File: src/pyr_pkg.sv
package pyr_pkg;

    localparam int PIXEL_BITS = 8;  // greyscale depth
    localparam int TOP_WIDTH  = 8;
    localparam int TOP_HEIGHT = 8;
    localparam int TOP_PIXELS = TOP_WIDTH * TOP_HEIGHT;
    localparam int ADDR_BITS  = $clog2(TOP_PIXELS);

    localparam int NUM_LEVELS = 6;  // two octaves of three levels

    // source memory and level buffers share one read latency
    localparam int READ_LATENCY = 2;

    // 1 2 1 / 2 4 2 / 1 2 1 kernel sums to 16
    localparam int BLUR_SHIFT = 4;

    typedef logic [PIXEL_BITS-1:0] pixel_t;
    typedef logic [ADDR_BITS-1:0]  addr_t;   // half-size levels use the low bits
    typedef logic [2:0]            level_t;

endpackage

File: src/gauss_blur.sv
module gauss_blur
    import pyr_pkg::*;
#(
    parameter int WIDTH  = TOP_WIDTH,
    parameter int HEIGHT = TOP_HEIGHT
) (
    input  logic   clk_in,
    input  logic   rst_in,
    input  logic   start,
    output logic   rd_en,
    output addr_t  rd_addr,
    input  pixel_t rd_data,
    output logic   wr_en,
    output addr_t  wr_addr,
    output pixel_t wr_data,
    output logic   done
);

    localparam int PIXELS   = WIDTH * HEIGHT;
    localparam int ACC_BITS = PIXEL_BITS + BLUR_SHIFT;

    addr_t rd_x, rd_y;                  // output pixel being fetched
    logic [1:0] rd_dx, rd_dy;           // tap offset plus one
    logic last_read;
    int cx, cy;

    logic [READ_LATENCY-1:0] vld_pipe;  // rd_en delayed to the data return
    logic [1:0] ret_dx, ret_dy;         // tap of the returning data
    addr_t ret_pix;
    logic ret_last_tap;
    logic [1:0] tap_sh;                 // log2 of the kernel weight
    logic [ACC_BITS-1:0] acc, tap_val;

    // neighbour coordinate clamped to the image
    always_comb begin
        cx = int'(rd_x) + int'(rd_dx) - 1;
        cy = int'(rd_y) + int'(rd_dy) - 1;
        if (cx < 0) begin
            cx = 0;
        end else if (cx > WIDTH - 1) begin
            cx = WIDTH - 1;
        end
        if (cy < 0) begin
            cy = 0;
        end else if (cy > HEIGHT - 1) begin
            cy = HEIGHT - 1;
        end
        rd_addr = addr_t'(cy * WIDTH + cx);
    end

    assign last_read = rd_dx == 2'd2 && rd_dy == 2'd2 &&
                       rd_x == addr_t'(WIDTH - 1) && rd_y == addr_t'(HEIGHT - 1);

    always_ff @(posedge clk_in) begin
        if (rst_in) begin
            rd_en <= 1'b0;
            rd_x  <= '0;
            rd_y  <= '0;
            rd_dx <= '0;
            rd_dy <= '0;
        end else if (start) begin
            rd_en <= 1'b1;
            rd_x  <= '0;
            rd_y  <= '0;
            rd_dx <= '0;
            rd_dy <= '0;
        end else if (rd_en) begin
            if (last_read) begin
                rd_en <= 1'b0;
            end
            if (rd_dx != 2'd2) begin
                rd_dx <= rd_dx + 2'd1;
            end else begin
                rd_dx <= '0;
                if (rd_dy != 2'd2) begin
                    rd_dy <= rd_dy + 2'd1;
                end else begin
                    rd_dy <= '0;
                    if (rd_x != addr_t'(WIDTH - 1)) begin
                        rd_x <= rd_x + 1'b1;
                    end else begin
                        rd_x <= '0;
                        rd_y <= rd_y + 1'b1;
                    end
                end
            end
        end
    end

    assign ret_last_tap = ret_dx == 2'd2 && ret_dy == 2'd2;
    assign tap_sh  = {1'b0, ret_dx == 2'd1} + {1'b0, ret_dy == 2'd1};
    assign tap_val = ACC_BITS'(rd_data) << tap_sh;

    always_ff @(posedge clk_in) begin
        if (rst_in) begin
            vld_pipe <= '0;
            ret_dx   <= '0;
            ret_dy   <= '0;
            ret_pix  <= '0;
            wr_en    <= 1'b0;
            done     <= 1'b0;
        end else begin
            vld_pipe <= {vld_pipe[READ_LATENCY-2:0], rd_en};
            wr_en    <= 1'b0;
            done     <= wr_en && wr_addr == addr_t'(PIXELS - 1);
            if (start) begin
                ret_dx  <= '0;
                ret_dy  <= '0;
                ret_pix <= '0;
            end else if (vld_pipe[READ_LATENCY-1]) begin
                ret_dx <= (ret_dx == 2'd2) ? 2'd0 : ret_dx + 2'd1;
                if (ret_dx == 2'd2) begin
                    ret_dy <= (ret_dy == 2'd2) ? 2'd0 : ret_dy + 2'd1;
                end
                if (ret_last_tap) begin
                    wr_en   <= 1'b1;
                    ret_pix <= ret_pix + 1'b1;
                end
            end
        end
    end

    always_ff @(posedge clk_in) begin
        if (vld_pipe[READ_LATENCY-1]) begin
            acc <= (ret_dx == 2'd0 && ret_dy == 2'd0) ? tap_val : acc + tap_val;
            if (ret_last_tap) begin  // round to nearest
                wr_data <= pixel_t'((acc + tap_val + ACC_BITS'(1 << (BLUR_SHIFT - 1)))
                                    >> BLUR_SHIFT);
                wr_addr <= ret_pix;
            end
        end
    end

endmodule

File: src/gaussian_pyramid.sv
module gaussian_pyramid
    import pyr_pkg::*;
(
    input  logic   clk_in,
    input  logic   rst_in,
    input  logic   start_in,
    output logic   src_rd_en,
    output addr_t  src_rd_addr,
    input  pixel_t src_rd_data,
    output logic   lvl_wr_en,
    output level_t lvl_level,
    output addr_t  lvl_wr_addr,
    output pixel_t lvl_wr_data,
    output logic   pyramid_done
);

    logic   a1_wr_en, a1_rd_en, a2_wr_en, a2_rd_en;
    logic   b1_wr_en, b1_rd_en, b2_wr_en, b2_rd_en;
    addr_t  a1_wr_addr, a1_rd_addr, a2_wr_addr, a2_rd_addr;
    addr_t  b1_wr_addr, b1_rd_addr, b2_wr_addr, b2_rd_addr;
    pixel_t a1_wr_data, a2_wr_data, b1_wr_data, b2_wr_data;
    pixel_t a1_rd_data, a2_rd_data, b1_rd_data, b2_rd_data;

    logic   blur_full_start, blur_full_done, blur_full_rd_en, blur_full_wr_en;
    logic   blur_half_start, blur_half_done, blur_half_rd_en, blur_half_wr_en;
    logic   down_start, down_done, down_rd_en, down_wr_en;
    addr_t  blur_full_rd_addr, blur_full_wr_addr, blur_half_rd_addr, blur_half_wr_addr;
    addr_t  down_rd_addr, down_wr_addr;
    pixel_t blur_full_rd_data, blur_full_wr_data, blur_half_rd_data, blur_half_wr_data;
    pixel_t down_rd_data, down_wr_data;

    // full-size ping-pong pair
    pyr_ram #(.DEPTH(TOP_PIXELS)) a1 (.clk_in, .wr_en(a1_wr_en), .wr_addr(a1_wr_addr),
        .wr_data(a1_wr_data), .rd_en(a1_rd_en), .rd_addr(a1_rd_addr), .rd_data(a1_rd_data));
    pyr_ram #(.DEPTH(TOP_PIXELS)) a2 (.clk_in, .wr_en(a2_wr_en), .wr_addr(a2_wr_addr),
        .wr_data(a2_wr_data), .rd_en(a2_rd_en), .rd_addr(a2_rd_addr), .rd_data(a2_rd_data));

    // half-size pair
    pyr_ram #(.DEPTH(TOP_PIXELS / 4)) b1 (.clk_in, .wr_en(b1_wr_en), .wr_addr(b1_wr_addr),
        .wr_data(b1_wr_data), .rd_en(b1_rd_en), .rd_addr(b1_rd_addr), .rd_data(b1_rd_data));
    pyr_ram #(.DEPTH(TOP_PIXELS / 4)) b2 (.clk_in, .wr_en(b2_wr_en), .wr_addr(b2_wr_addr),
        .wr_data(b2_wr_data), .rd_en(b2_rd_en), .rd_addr(b2_rd_addr), .rd_data(b2_rd_data));

    gauss_blur #(.WIDTH(TOP_WIDTH), .HEIGHT(TOP_HEIGHT)) blur_full (.clk_in, .rst_in,
        .start(blur_full_start), .rd_en(blur_full_rd_en), .rd_addr(blur_full_rd_addr),
        .rd_data(blur_full_rd_data), .wr_en(blur_full_wr_en), .wr_addr(blur_full_wr_addr),
        .wr_data(blur_full_wr_data), .done(blur_full_done));

    gauss_blur #(.WIDTH(TOP_WIDTH / 2), .HEIGHT(TOP_HEIGHT / 2)) blur_half (.clk_in, .rst_in,
        .start(blur_half_start), .rd_en(blur_half_rd_en), .rd_addr(blur_half_rd_addr),
        .rd_data(blur_half_rd_data), .wr_en(blur_half_wr_en), .wr_addr(blur_half_wr_addr),
        .wr_data(blur_half_wr_data), .done(blur_half_done));

    half_downsample #(.OLD_WIDTH(TOP_WIDTH), .OLD_HEIGHT(TOP_HEIGHT)) down (.clk_in, .rst_in,
        .start(down_start), .rd_en(down_rd_en), .rd_addr(down_rd_addr),
        .rd_data(down_rd_data), .wr_en(down_wr_en), .wr_addr(down_wr_addr),
        .wr_data(down_wr_data), .done(down_done));

    pyramid_sequencer sequencer (.*);  // wire names match its ports

endmodule

File: src/half_downsample.sv
module half_downsample
    import pyr_pkg::*;
#(
    parameter int OLD_WIDTH  = TOP_WIDTH,
    parameter int OLD_HEIGHT = TOP_HEIGHT
) (
    input  logic   clk_in,
    input  logic   rst_in,
    input  logic   start,
    output logic   rd_en,
    output addr_t  rd_addr,
    input  pixel_t rd_data,
    output logic   wr_en,
    output addr_t  wr_addr,
    output pixel_t wr_data,
    output logic   done
);

    localparam int NEW_WIDTH  = OLD_WIDTH / 2;
    localparam int NEW_HEIGHT = OLD_HEIGHT / 2;
    localparam int NEW_PIXELS = NEW_WIDTH * NEW_HEIGHT;
    localparam int SUM_BITS   = PIXEL_BITS + 2;

    addr_t rd_x, rd_y;                  // half-size coordinate being fetched
    logic [1:0] rd_tap;                 // bit 0 picks the column, bit 1 the row
    logic last_read;

    logic [READ_LATENCY-1:0] vld_pipe;
    logic [1:0] ret_tap;
    addr_t ret_pix;
    logic [SUM_BITS-1:0] acc, tap_val;

    assign rd_addr = addr_t'((2 * rd_y + rd_tap[1]) * OLD_WIDTH + 2 * rd_x + rd_tap[0]);
    assign last_read = rd_tap == 2'd3 &&
                       rd_x == addr_t'(NEW_WIDTH - 1) && rd_y == addr_t'(NEW_HEIGHT - 1);

    always_ff @(posedge clk_in) begin
        if (rst_in) begin
            rd_en  <= 1'b0;
            rd_x   <= '0;
            rd_y   <= '0;
            rd_tap <= '0;
        end else if (start) begin
            rd_en  <= 1'b1;
            rd_x   <= '0;
            rd_y   <= '0;
            rd_tap <= '0;
        end else if (rd_en) begin
            if (last_read) begin
                rd_en <= 1'b0;
            end
            rd_tap <= rd_tap + 2'd1;  // wraps after the fourth tap
            if (rd_tap == 2'd3) begin
                if (rd_x != addr_t'(NEW_WIDTH - 1)) begin
                    rd_x <= rd_x + 1'b1;
                end else begin
                    rd_x <= '0;
                    rd_y <= rd_y + 1'b1;
                end
            end
        end
    end

    assign tap_val = SUM_BITS'(rd_data);

    always_ff @(posedge clk_in) begin
        if (rst_in) begin
            vld_pipe <= '0;
            ret_tap  <= '0;
            ret_pix  <= '0;
            wr_en    <= 1'b0;
            done     <= 1'b0;
        end else begin
            vld_pipe <= {vld_pipe[READ_LATENCY-2:0], rd_en};
            wr_en    <= 1'b0;
            done     <= wr_en && wr_addr == addr_t'(NEW_PIXELS - 1);
            if (start) begin
                ret_tap <= '0;
                ret_pix <= '0;
            end else if (vld_pipe[READ_LATENCY-1]) begin
                ret_tap <= ret_tap + 2'd1;
                if (ret_tap == 2'd3) begin
                    wr_en   <= 1'b1;
                    ret_pix <= ret_pix + 1'b1;
                end
            end
        end
    end

    always_ff @(posedge clk_in) begin
        if (vld_pipe[READ_LATENCY-1]) begin
            acc <= (ret_tap == 2'd0) ? tap_val : acc + tap_val;
            if (ret_tap == 2'd3) begin
                wr_data <= pixel_t'((acc + tap_val + SUM_BITS'(2)) >> 2);  // rounded mean
                wr_addr <= ret_pix;
            end
        end
    end

endmodule

File: src/pyr_ram.sv
module pyr_ram
    import pyr_pkg::*;
#(
    parameter int DEPTH = TOP_PIXELS
) (
    input  logic   clk_in,
    input  logic   wr_en,
    input  addr_t  wr_addr,
    input  pixel_t wr_data,
    input  logic   rd_en,
    input  addr_t  rd_addr,
    output pixel_t rd_data
);

    localparam int IDX_BITS = $clog2(DEPTH);

    pixel_t mem [DEPTH];
    logic [IDX_BITS-1:0] rd_idx_q;  // first read stage

    always_ff @(posedge clk_in) begin
        if (wr_en) begin
            mem[wr_addr[IDX_BITS-1:0]] <= wr_data;
        end
        if (rd_en) begin
            rd_idx_q <= rd_addr[IDX_BITS-1:0];
        end
        rd_data <= mem[rd_idx_q];  // second stage, data two cycles after rd_en
    end

endmodule

File: src/pyramid_sequencer.sv
module pyramid_sequencer
    import pyr_pkg::*;
(
    input  logic   clk_in,
    input  logic   rst_in,
    input  logic   start_in,
    output logic   pyramid_done,

    output logic   src_rd_en,
    output addr_t  src_rd_addr,
    input  pixel_t src_rd_data,

    output logic   blur_full_start, blur_half_start, down_start,
    input  logic   blur_full_done, blur_half_done, down_done,

    input  logic   blur_full_rd_en, blur_full_wr_en,
    input  addr_t  blur_full_rd_addr, blur_full_wr_addr,
    input  pixel_t blur_full_wr_data,
    output pixel_t blur_full_rd_data,
    input  logic   blur_half_rd_en, blur_half_wr_en,
    input  addr_t  blur_half_rd_addr, blur_half_wr_addr,
    input  pixel_t blur_half_wr_data,
    output pixel_t blur_half_rd_data,
    input  logic   down_rd_en, down_wr_en,
    input  addr_t  down_rd_addr, down_wr_addr,
    input  pixel_t down_wr_data,
    output pixel_t down_rd_data,

    output logic   a1_wr_en, a1_rd_en, a2_wr_en, a2_rd_en,
    output logic   b1_wr_en, b1_rd_en, b2_wr_en, b2_rd_en,
    output addr_t  a1_wr_addr, a1_rd_addr, a2_wr_addr, a2_rd_addr,
    output addr_t  b1_wr_addr, b1_rd_addr, b2_wr_addr, b2_rd_addr,
    output pixel_t a1_wr_data, a2_wr_data, b1_wr_data, b2_wr_data,
    input  pixel_t a1_rd_data, a2_rd_data, b1_rd_data, b2_rd_data,

    output logic   lvl_wr_en,
    output level_t lvl_level,
    output addr_t  lvl_wr_addr,
    output pixel_t lvl_wr_data
);

    localparam level_t LAST_LEVEL = level_t'(NUM_LEVELS - 1);

    // phase states carry their level number
    typedef enum logic [2:0] {
        S_PH0  = 3'd0,
        S_PH1  = 3'd1,
        S_PH2  = 3'd2,
        S_PH3  = 3'd3,
        S_PH4  = 3'd4,
        S_PH5  = 3'd5,
        S_IDLE = 3'd7
    } state_t;

    state_t state;
    logic [READ_LATENCY-1:0] src_vld_pipe;
    addr_t src_addr_pipe [READ_LATENCY];
    logic src_wr_en;
    addr_t src_wr_addr;

    assign src_wr_en   = src_vld_pipe[READ_LATENCY-1];
    assign src_wr_addr = src_addr_pipe[READ_LATENCY-1];

    always_ff @(posedge clk_in) begin
        src_addr_pipe[0] <= src_rd_addr;
        for (int i = 1; i < READ_LATENCY; i++) begin
            src_addr_pipe[i] <= src_addr_pipe[i-1];
        end
    end

    always_ff @(posedge clk_in) begin
        if (rst_in) begin
            state           <= S_IDLE;
            src_rd_en       <= 1'b0;
            src_rd_addr     <= '0;
            src_vld_pipe    <= '0;
            blur_full_start <= 1'b0;
            blur_half_start <= 1'b0;
            down_start      <= 1'b0;
        end else begin
            src_vld_pipe    <= {src_vld_pipe[READ_LATENCY-2:0], src_rd_en};
            blur_full_start <= 1'b0;
            blur_half_start <= 1'b0;
            down_start      <= 1'b0;
            case (state)
                S_IDLE: if (start_in) begin
                    state       <= S_PH0;
                    src_rd_en   <= 1'b1;
                    src_rd_addr <= '0;
                end
                S_PH0: begin  // copy the source image, one read per cycle
                    if (src_rd_en) begin
                        if (src_rd_addr == addr_t'(TOP_PIXELS - 1)) begin
                            src_rd_en <= 1'b0;
                        end else begin
                            src_rd_addr <= src_rd_addr + 1'b1;
                        end
                    end
                    if (src_wr_en && src_wr_addr == addr_t'(TOP_PIXELS - 1)) begin
                        state           <= S_PH1;
                        blur_full_start <= 1'b1;
                    end
                end
                S_PH1: if (blur_full_done) begin
                    state           <= S_PH2;
                    blur_full_start <= 1'b1;
                end
                S_PH2: if (blur_full_done) begin
                    state      <= S_PH3;
                    down_start <= 1'b1;
                end
                S_PH3: if (down_done) begin
                    state           <= S_PH4;
                    blur_half_start <= 1'b1;
                end
                S_PH4: if (blur_half_done) begin
                    state           <= S_PH5;
                    blur_half_start <= 1'b1;
                end
                S_PH5: if (blur_half_done) begin
                    state <= S_IDLE;
                end
                default: state <= S_IDLE;
            endcase
        end
    end

    // done lands one cycle after the last level-5 write
    assign pyramid_done = level_t'(state) == LAST_LEVEL && blur_half_done;
    assign lvl_level    = (state == S_IDLE) ? '0 : level_t'(state);

    // active writer of the phase, mirrored to the level port
    always_comb begin
        case (state)
            S_PH0: begin
                lvl_wr_en   = src_wr_en;
                lvl_wr_addr = src_wr_addr;
                lvl_wr_data = src_rd_data;
            end
            S_PH1, S_PH2: begin
                lvl_wr_en   = blur_full_wr_en;
                lvl_wr_addr = blur_full_wr_addr;
                lvl_wr_data = blur_full_wr_data;
            end
            S_PH3: begin
                lvl_wr_en   = down_wr_en;
                lvl_wr_addr = down_wr_addr;
                lvl_wr_data = down_wr_data;
            end
            S_PH4, S_PH5: begin
                lvl_wr_en   = blur_half_wr_en;
                lvl_wr_addr = blur_half_wr_addr;
                lvl_wr_data = blur_half_wr_data;
            end
            default: begin
                lvl_wr_en   = 1'b0;
                lvl_wr_addr = '0;
                lvl_wr_data = '0;
            end
        endcase
    end

    assign a1_wr_en = lvl_wr_en && (state == S_PH0 || state == S_PH2);
    assign a2_wr_en = lvl_wr_en && state == S_PH1;
    assign b1_wr_en = lvl_wr_en && (state == S_PH3 || state == S_PH5);
    assign b2_wr_en = lvl_wr_en && state == S_PH4;
    assign a1_wr_addr = lvl_wr_addr;
    assign a2_wr_addr = lvl_wr_addr;
    assign b1_wr_addr = lvl_wr_addr;
    assign b2_wr_addr = lvl_wr_addr;
    assign a1_wr_data = lvl_wr_data;
    assign a2_wr_data = lvl_wr_data;
    assign b1_wr_data = lvl_wr_data;
    assign b2_wr_data = lvl_wr_data;

    // read side, one reader per phase
    assign a1_rd_en   = (state == S_PH1 && blur_full_rd_en) || (state == S_PH3 && down_rd_en);
    assign a1_rd_addr = (state == S_PH3) ? down_rd_addr : blur_full_rd_addr;
    assign a2_rd_en   = state == S_PH2 && blur_full_rd_en;
    assign a2_rd_addr = blur_full_rd_addr;
    assign b1_rd_en   = state == S_PH4 && blur_half_rd_en;
    assign b1_rd_addr = blur_half_rd_addr;
    assign b2_rd_en   = state == S_PH5 && blur_half_rd_en;
    assign b2_rd_addr = blur_half_rd_addr;

    assign blur_full_rd_data = (state == S_PH1) ? a1_rd_data : a2_rd_data;
    assign blur_half_rd_data = (state == S_PH4) ? b1_rd_data : b2_rd_data;
    assign down_rd_data      = a1_rd_data;

endmodule

File: config.mk
export PLATFORM = sky130hd
export DESIGN_NAME = gaussian_pyramid
export DESIGN_NICKNAME = d
export VERILOG_FILES = /design/src/pyr_pkg.sv /design/src/gauss_blur.sv /design/src/gaussian_pyramid.sv /design/src/half_downsample.sv /design/src/pyr_ram.sv /design/src/pyramid_sequencer.sv
export SDC_FILE = /design/constraint.sdc
export NUM_CORES = 2
export LEC_CHECK = 0
export BUFFER_PORTS_ARGS = -buffer_cell sky130_fd_sc_hd__buf_2
export CAP_MARGIN = 20
export CORE_ASPECT_RATIO = 0.9
export CORE_MARGIN = 2
export CORE_UTILIZATION = 60
export DETAILED_ROUTE_END_ITERATION = 10
export PLACE_DENSITY = 0.76
export SLEW_MARGIN = 25
export SYNTH_ARGS = -nofsm -noshare
export SYNTH_HDL_FRONTEND = slang
export SYNTH_HIERARCHICAL = 1
export SYNTH_SLANG_ARGS = --single-unit
File: constraint.sdc
create_clock -name clk_in -period 7.53 [get_ports clk_in]
set_clock_uncertainty 0.2 [all_clocks]
set_input_delay 1.506 -clock clk_in [delete_from_list [all_inputs] [get_ports clk_in]]
set_output_delay 1.506 -clock clk_in [all_outputs]
set_load 0.1 [all_outputs]
; ---- Word level (Yosys, flattened, before mapping)
; Memories as Yosys holds them, arrays and structs flattened. A register that Yosys moved wholly into a read port is not among the register bits.
; Index checks and enable logic that the tools add are counted.
[totals]
out_inout_bits = 26
latchBits = 0
register_bits = 200
inputBits = 11
ramBits = 1292
memories = 5
word_cells = 298
mem_bits_ro = 0
[mem_list]
columns = memory, depth, word_bits, rd, rd_ports_with_merged_regs, write_ports, line_no
row1 = a1.mem, 64, 8, 1, 1, 1, pyr_ram.sv:17  ; pixel_t mem [DEPTH];
row2 = a2.mem, 64, 8, 1, 1, 1, pyr_ram.sv:17
row3 = b1.mem, 16, 8, 1, 1, 1, pyr_ram.sv:17
row4 = b2.mem, 16, 8, 1, 1, 1, pyr_ram.sv:17
row5 = sequencer.src_addr_pipe, 2, 6, 2, 0, 2, pyramid_sequencer.sv:57  ; addr_t src_addr_pipe [READ_LATENCY];
[classes]
bitwise = 11
n_eq_ne = 47
order_cmp = 8
n_mux = 71
n_mul = 0
addsub = 41
n_shift = 2
reduce_logical = 61
div_mod_pow = 0
[ops]
columns = operator, count
row1 = "less-than comparator 32 x 1 -> 1 bit, second input constant", 2
row2 = "adder 6 x 1 -> 6 bit, second input constant", 10
row3 = 2-to-1 mux 6 bit, 9
row4 = "greater-than comparator 32 x 3 -> 1 bit, second input constant", 1
row5 = "greater-than comparator 32 x 4 -> 1 bit, second input constant", 1
row6 = case mux 8 bit (4 select lines), 1
row7 = "subtractor 7 x 1 -> 8 bit, second input constant", 4
row8 = 2-to-1 mux 3 bit, 10
row9 = adder 6 x 2 -> 7 bit, 4
row10 = 2-to-1 mux 1 bit, 27
row11 = logical AND 1 bit, 26
row12 = adder 12 bit, 2
row13 = "adder 12 x 4 -> 12 bit, second input constant", 2
row14 = "equality test 6 x 2 -> 1 bit, second input constant", 4
row15 = 2-to-1 mux 12 bit, 2
row16 = 2-to-1 mux 8 bit, 3
row17 = case mux 6 bit (4 select lines), 1
row18 = << shifter 8 x 2 -> 12 bit, 2
row19 = "!= test 2 bit, second input constant", 11
row20 = case mux 3 bit (7 select lines), 1
row21 = "adder 2 x 1 -> 2 bit, second input constant", 10
row22 = "equality test 2 bit, second input constant", 10
row23 = 2-to-1 mux 2 bit, 10
row24 = "equality test 6 bit, second input constant", 3
row25 = 34 further kinds, 85

; ---- Longest topological paths before layout
[logic_depth]
depth_word = 7
mapped_depth = 16
depth_no_buf = 16

; ---- By module
; The synthesis kept the hierarchy.
[by_module_without_submodules]
columns = mod, seq_area_each_um2, cells_per_inst, instances, area_each_um2
row1 = pyr_ram (a1), 15715.1, 978, 1, 20370.8
row2 = pyr_ram (a2), 15715.1, 946, 1, 20347.0
row3 = pyr_ram (b1 ...), 4124.0, 233, 2, 5267.6
row4 = gauss_blur (blur_half), 1401.3, 397, 1, 3812.4
row5 = gauss_blur (blur_full), 1401.3, 391, 1, 3668.5
row6 = pyramid_sequencer, 540.5, 309, 1, 2590.0
row7 = half_downsample, 1261.2, 238, 1, 2514.9

; ---- Worst setup path before layout
; OpenSTA, ideal clock, no wires.
[synth_timing]
path_type = input to output
startpoint = input port src_rd_data[4]
endpoint = output port lvl_wr_data[4]
path_buffers = 1
slack_ns = 0.760
required_time_ns = 5.824
path_stages = 4
arrival_time_ns = 5.064
path_cell_list = mux2_2 -> o21ai_0 -> o21ai_0 -> buf_4
[synth_between]
elab_chain_cells = 1
[synth_lines]
columns = element, line_no
row1 = "start, declared", gaussian_pyramid.sv:9  ; input pixel_t src_rd_data,
row2 = case mux 8 bit (4 select lines), pyramid_sequencer.sv:134  ; case (state)
row3 = "end, declared", gaussian_pyramid.sv:13  ; output pixel_t lvl_wr_data,
; No other way between the ends.

; ---- Final worst setup path
[layout_timing]
startpoint = register sequencer.state[1]
endpoint = output port lvl_wr_data[3]
[layout_between]
elab_chain_cells = 3
word_cells_on_any_way = 9
classes_between = 5 x eq/ne / 1 x mux / 3 x reduce/logical
[layout_lines]
columns = element, line_no
row1 = "start, declared", pyramid_sequencer.sv:55  ; state_t state;
row2 = "start signal, assigned", pyramid_sequencer.sv:73  ; state <= S_IDLE;
row3 = "start signal, assigned", pyramid_sequencer.sv:87  ; state <= S_PH0;
row4 = "start signal, assigned", pyramid_sequencer.sv:100  ; state <= S_PH1;
row5 = "equality test 3 bit, or another cell as far along", pyramid_sequencer.sv:134
row6 = OR reduction 2 bit, pyramid_sequencer.sv:134
row7 = case mux 8 bit (4 select lines) (*), pyramid_sequencer.sv:134
; Mark *: on every way between the ends. The rest lies on a longest branch, timed or not.

==> results.ini <==
[timing]
slew_viol_final = 0
finalSetupViolCount = 0
min_period_ns = 5.56
slew_headroom_pct = 32.7
period_share_pct = 73.9
fmax_mhz = 180
tns_ns = 0
grt_setup_unrepaired = no
hold_viol = 0
worst_pin_slew_ns = 1.01

[clock_network]
clk_latency_ns = 0.79
clkSlewWorstSetupHoldPaths_ns = 0.06
cts_setup_buffers = 0
root_buffer = clkbuf_16
cts_resized = 0
h-tree-depth = 4
numCtsBuffers = 146
cts_sinks = 1524
ctsHoldBuffers = 0
clockBufferDepth = 3
tritoncts = yes

[global_routing]
grt_max_degree = 161
gr-total-overflow = 0
grt_pass1_vias = 33271
track_usage_pct = 26.1
grt_antenna_before_repair = 4
grt_pass1_wl_um = 211000

[setup_path]
rr_worst_depth = 6
critPathRequiredTime_ns = 5.82
setup.worst_path.class = flop to output pin
crit_family = buffers and inverters
worst-path-buf-inv = 2
max_stage_delay_ns = 0.83
crit_path_start_kind = flop
arrival_ns = 3.86
end_kind = output pin
path_cells = nor2b_1, a22oi_1, o22ai_4, buf_4, buf_2
path_max_fanout = 62
crit_cells = 5
slowest_stage = dfxtp_2

[route]
drt_drc_violations_left = 0
ant_nets = 0
vias = 33848
met2_length_um = 64400
firstDrtPassIters = 6
via_per_inst = 6.51
drt-total-wl_um = 140000
wl_per_cell_um = 26.9
met1_length_um = 58400
drtIter0Drc = 4409
routed.top_layer = met4
met3_length_um = 13400

[logic_synthesis]
avgSynthCellArea_um2 = 17.2
ys_warn_count = 6
syn_inst = 3711
syn_area_mm2 = 0.0637
syn_nets = 3828

[power]
power_density_mw_per_mm2 = 254
leakagePower_nw = 22.9
p_total_mw = 17.6
ir_drop_mv = 0.241

[placement]
place.detailed.hpwl_um = 83300
port_buffers = 36
gp_congestion = 0.870

[layout]
num-fill-cells = 6866
final_cell_mix = edfxtp_1, nor2_1, mux4_2
final_common_cell = edfxtp_1
nNetsFinal = 3825
area_growth_pct = 8.84
drive_above_1_share_pct = 18.6

[floorplanning]
fp.dieW_um = 348
boundaryPins = 37
rows = 113
fp.dieH_um = 313
core-area_mm2 = 0.105
die_area_mm2 = 0.109
start_util_pct = 60.4

[run_status]
status = complete, no violations

[flow_run]
maxCapViolCount = 0

[min_path]
hold_path_depth = 0
hold_class = flop to flop

-- worst register-to-register path: stages, from the launching register on --
cell     delay, ns
dfxtp_2       0.83
buf_4         0.46
mux2_2        0.23
a22oi_1       0.11
o22ai_4       0.77
nand4_1       0.99
nor2_1        0.95
-- path summary, 6_finish.rpt --
| kind | startpoint | to | slack, ns |
|---|---|---|---|
| min reg2reg | sequencer/src_addr_pipe[0][1] | sequencer/src_addr_pipe[0][7] | 0.13 |
| min | sequencer/src_addr_pipe[0][1] | sequencer/src_addr_pipe[0][7] | 0.13 |
| max reg2reg | sequencer/state[1] | a2/mem[39][3] | 2.60 |
| max | sequencer/state[1] | lvl_wr_data[3] | 1.97 |
-- flip-flops by register name, summed over array words and instances, names as in the netlist, 8 cells and up --
name,flops
a1/mem,512
blur_full/wr_data,8
down/wr_data,8
blur_full/acc,12
blur_half/acc,12
a1/rd_data,8
sequencer/src_addr_pipe,12
b1/rd_data,8
b2/rd_data,8
a2/rd_data,8
b2/mem,128
down/acc,10
b1/mem,128
a2/mem,512
blur_half/wr_data,8
-- stage by stage --
step                worst slack, ns  std cells  utilization [%]  hold slack (ns)  area (µm²)
finish                         1.97       5203             65.8            0.133       69400
CTS                            1.97       5202             65.7            0.135       69300
detailed placement             2.75       4940             61.4            0.113       64800
global route                   1.83       5202             65.8            0.146       69400
floorplan                     0.760       3711                -            0.110       63700
global placement               2.80       4940             61.4            0.116       64800
-- power by group --
part / internal, mW / total, mW / switching [mW] / leakage, nW
logic: 0.151 / 0.988 / 0.837 / 6.79
clock network: 3.92 / 7.10 / 3.18 / 2.25
registers: 9.51 / 9.53 / 0.0220 / 13.8
total: 13.6 / 17.6 / 4.04 / 22.9
-- routing by layer --
layer,vias to the layer above,GRT usage (%)
met5,-,0
met4,0,7.70
met3,276,4.58
met2,1729,39.1
met1,17304,39.9
li1,14539,-
-- area by class of cell --
type / count / area [µm²] / share of cell area [%]
tap: 1380 / 1730 / 2.49
antenna: 1 / 2.50 / 0.00361
inverter: 82 / 308 / 0.444
multi-input combinational: 1864 / 17800 / 25.6
timing repair buffer: 90 / 706 / 1.02
clock buffer: 185 / 4000 / 5.77
sequential: 1524 / 44300 / 63.8
clock inverter: 77 / 566 / 0.815
Note: power is estimated with default switching activity, not from simulation.
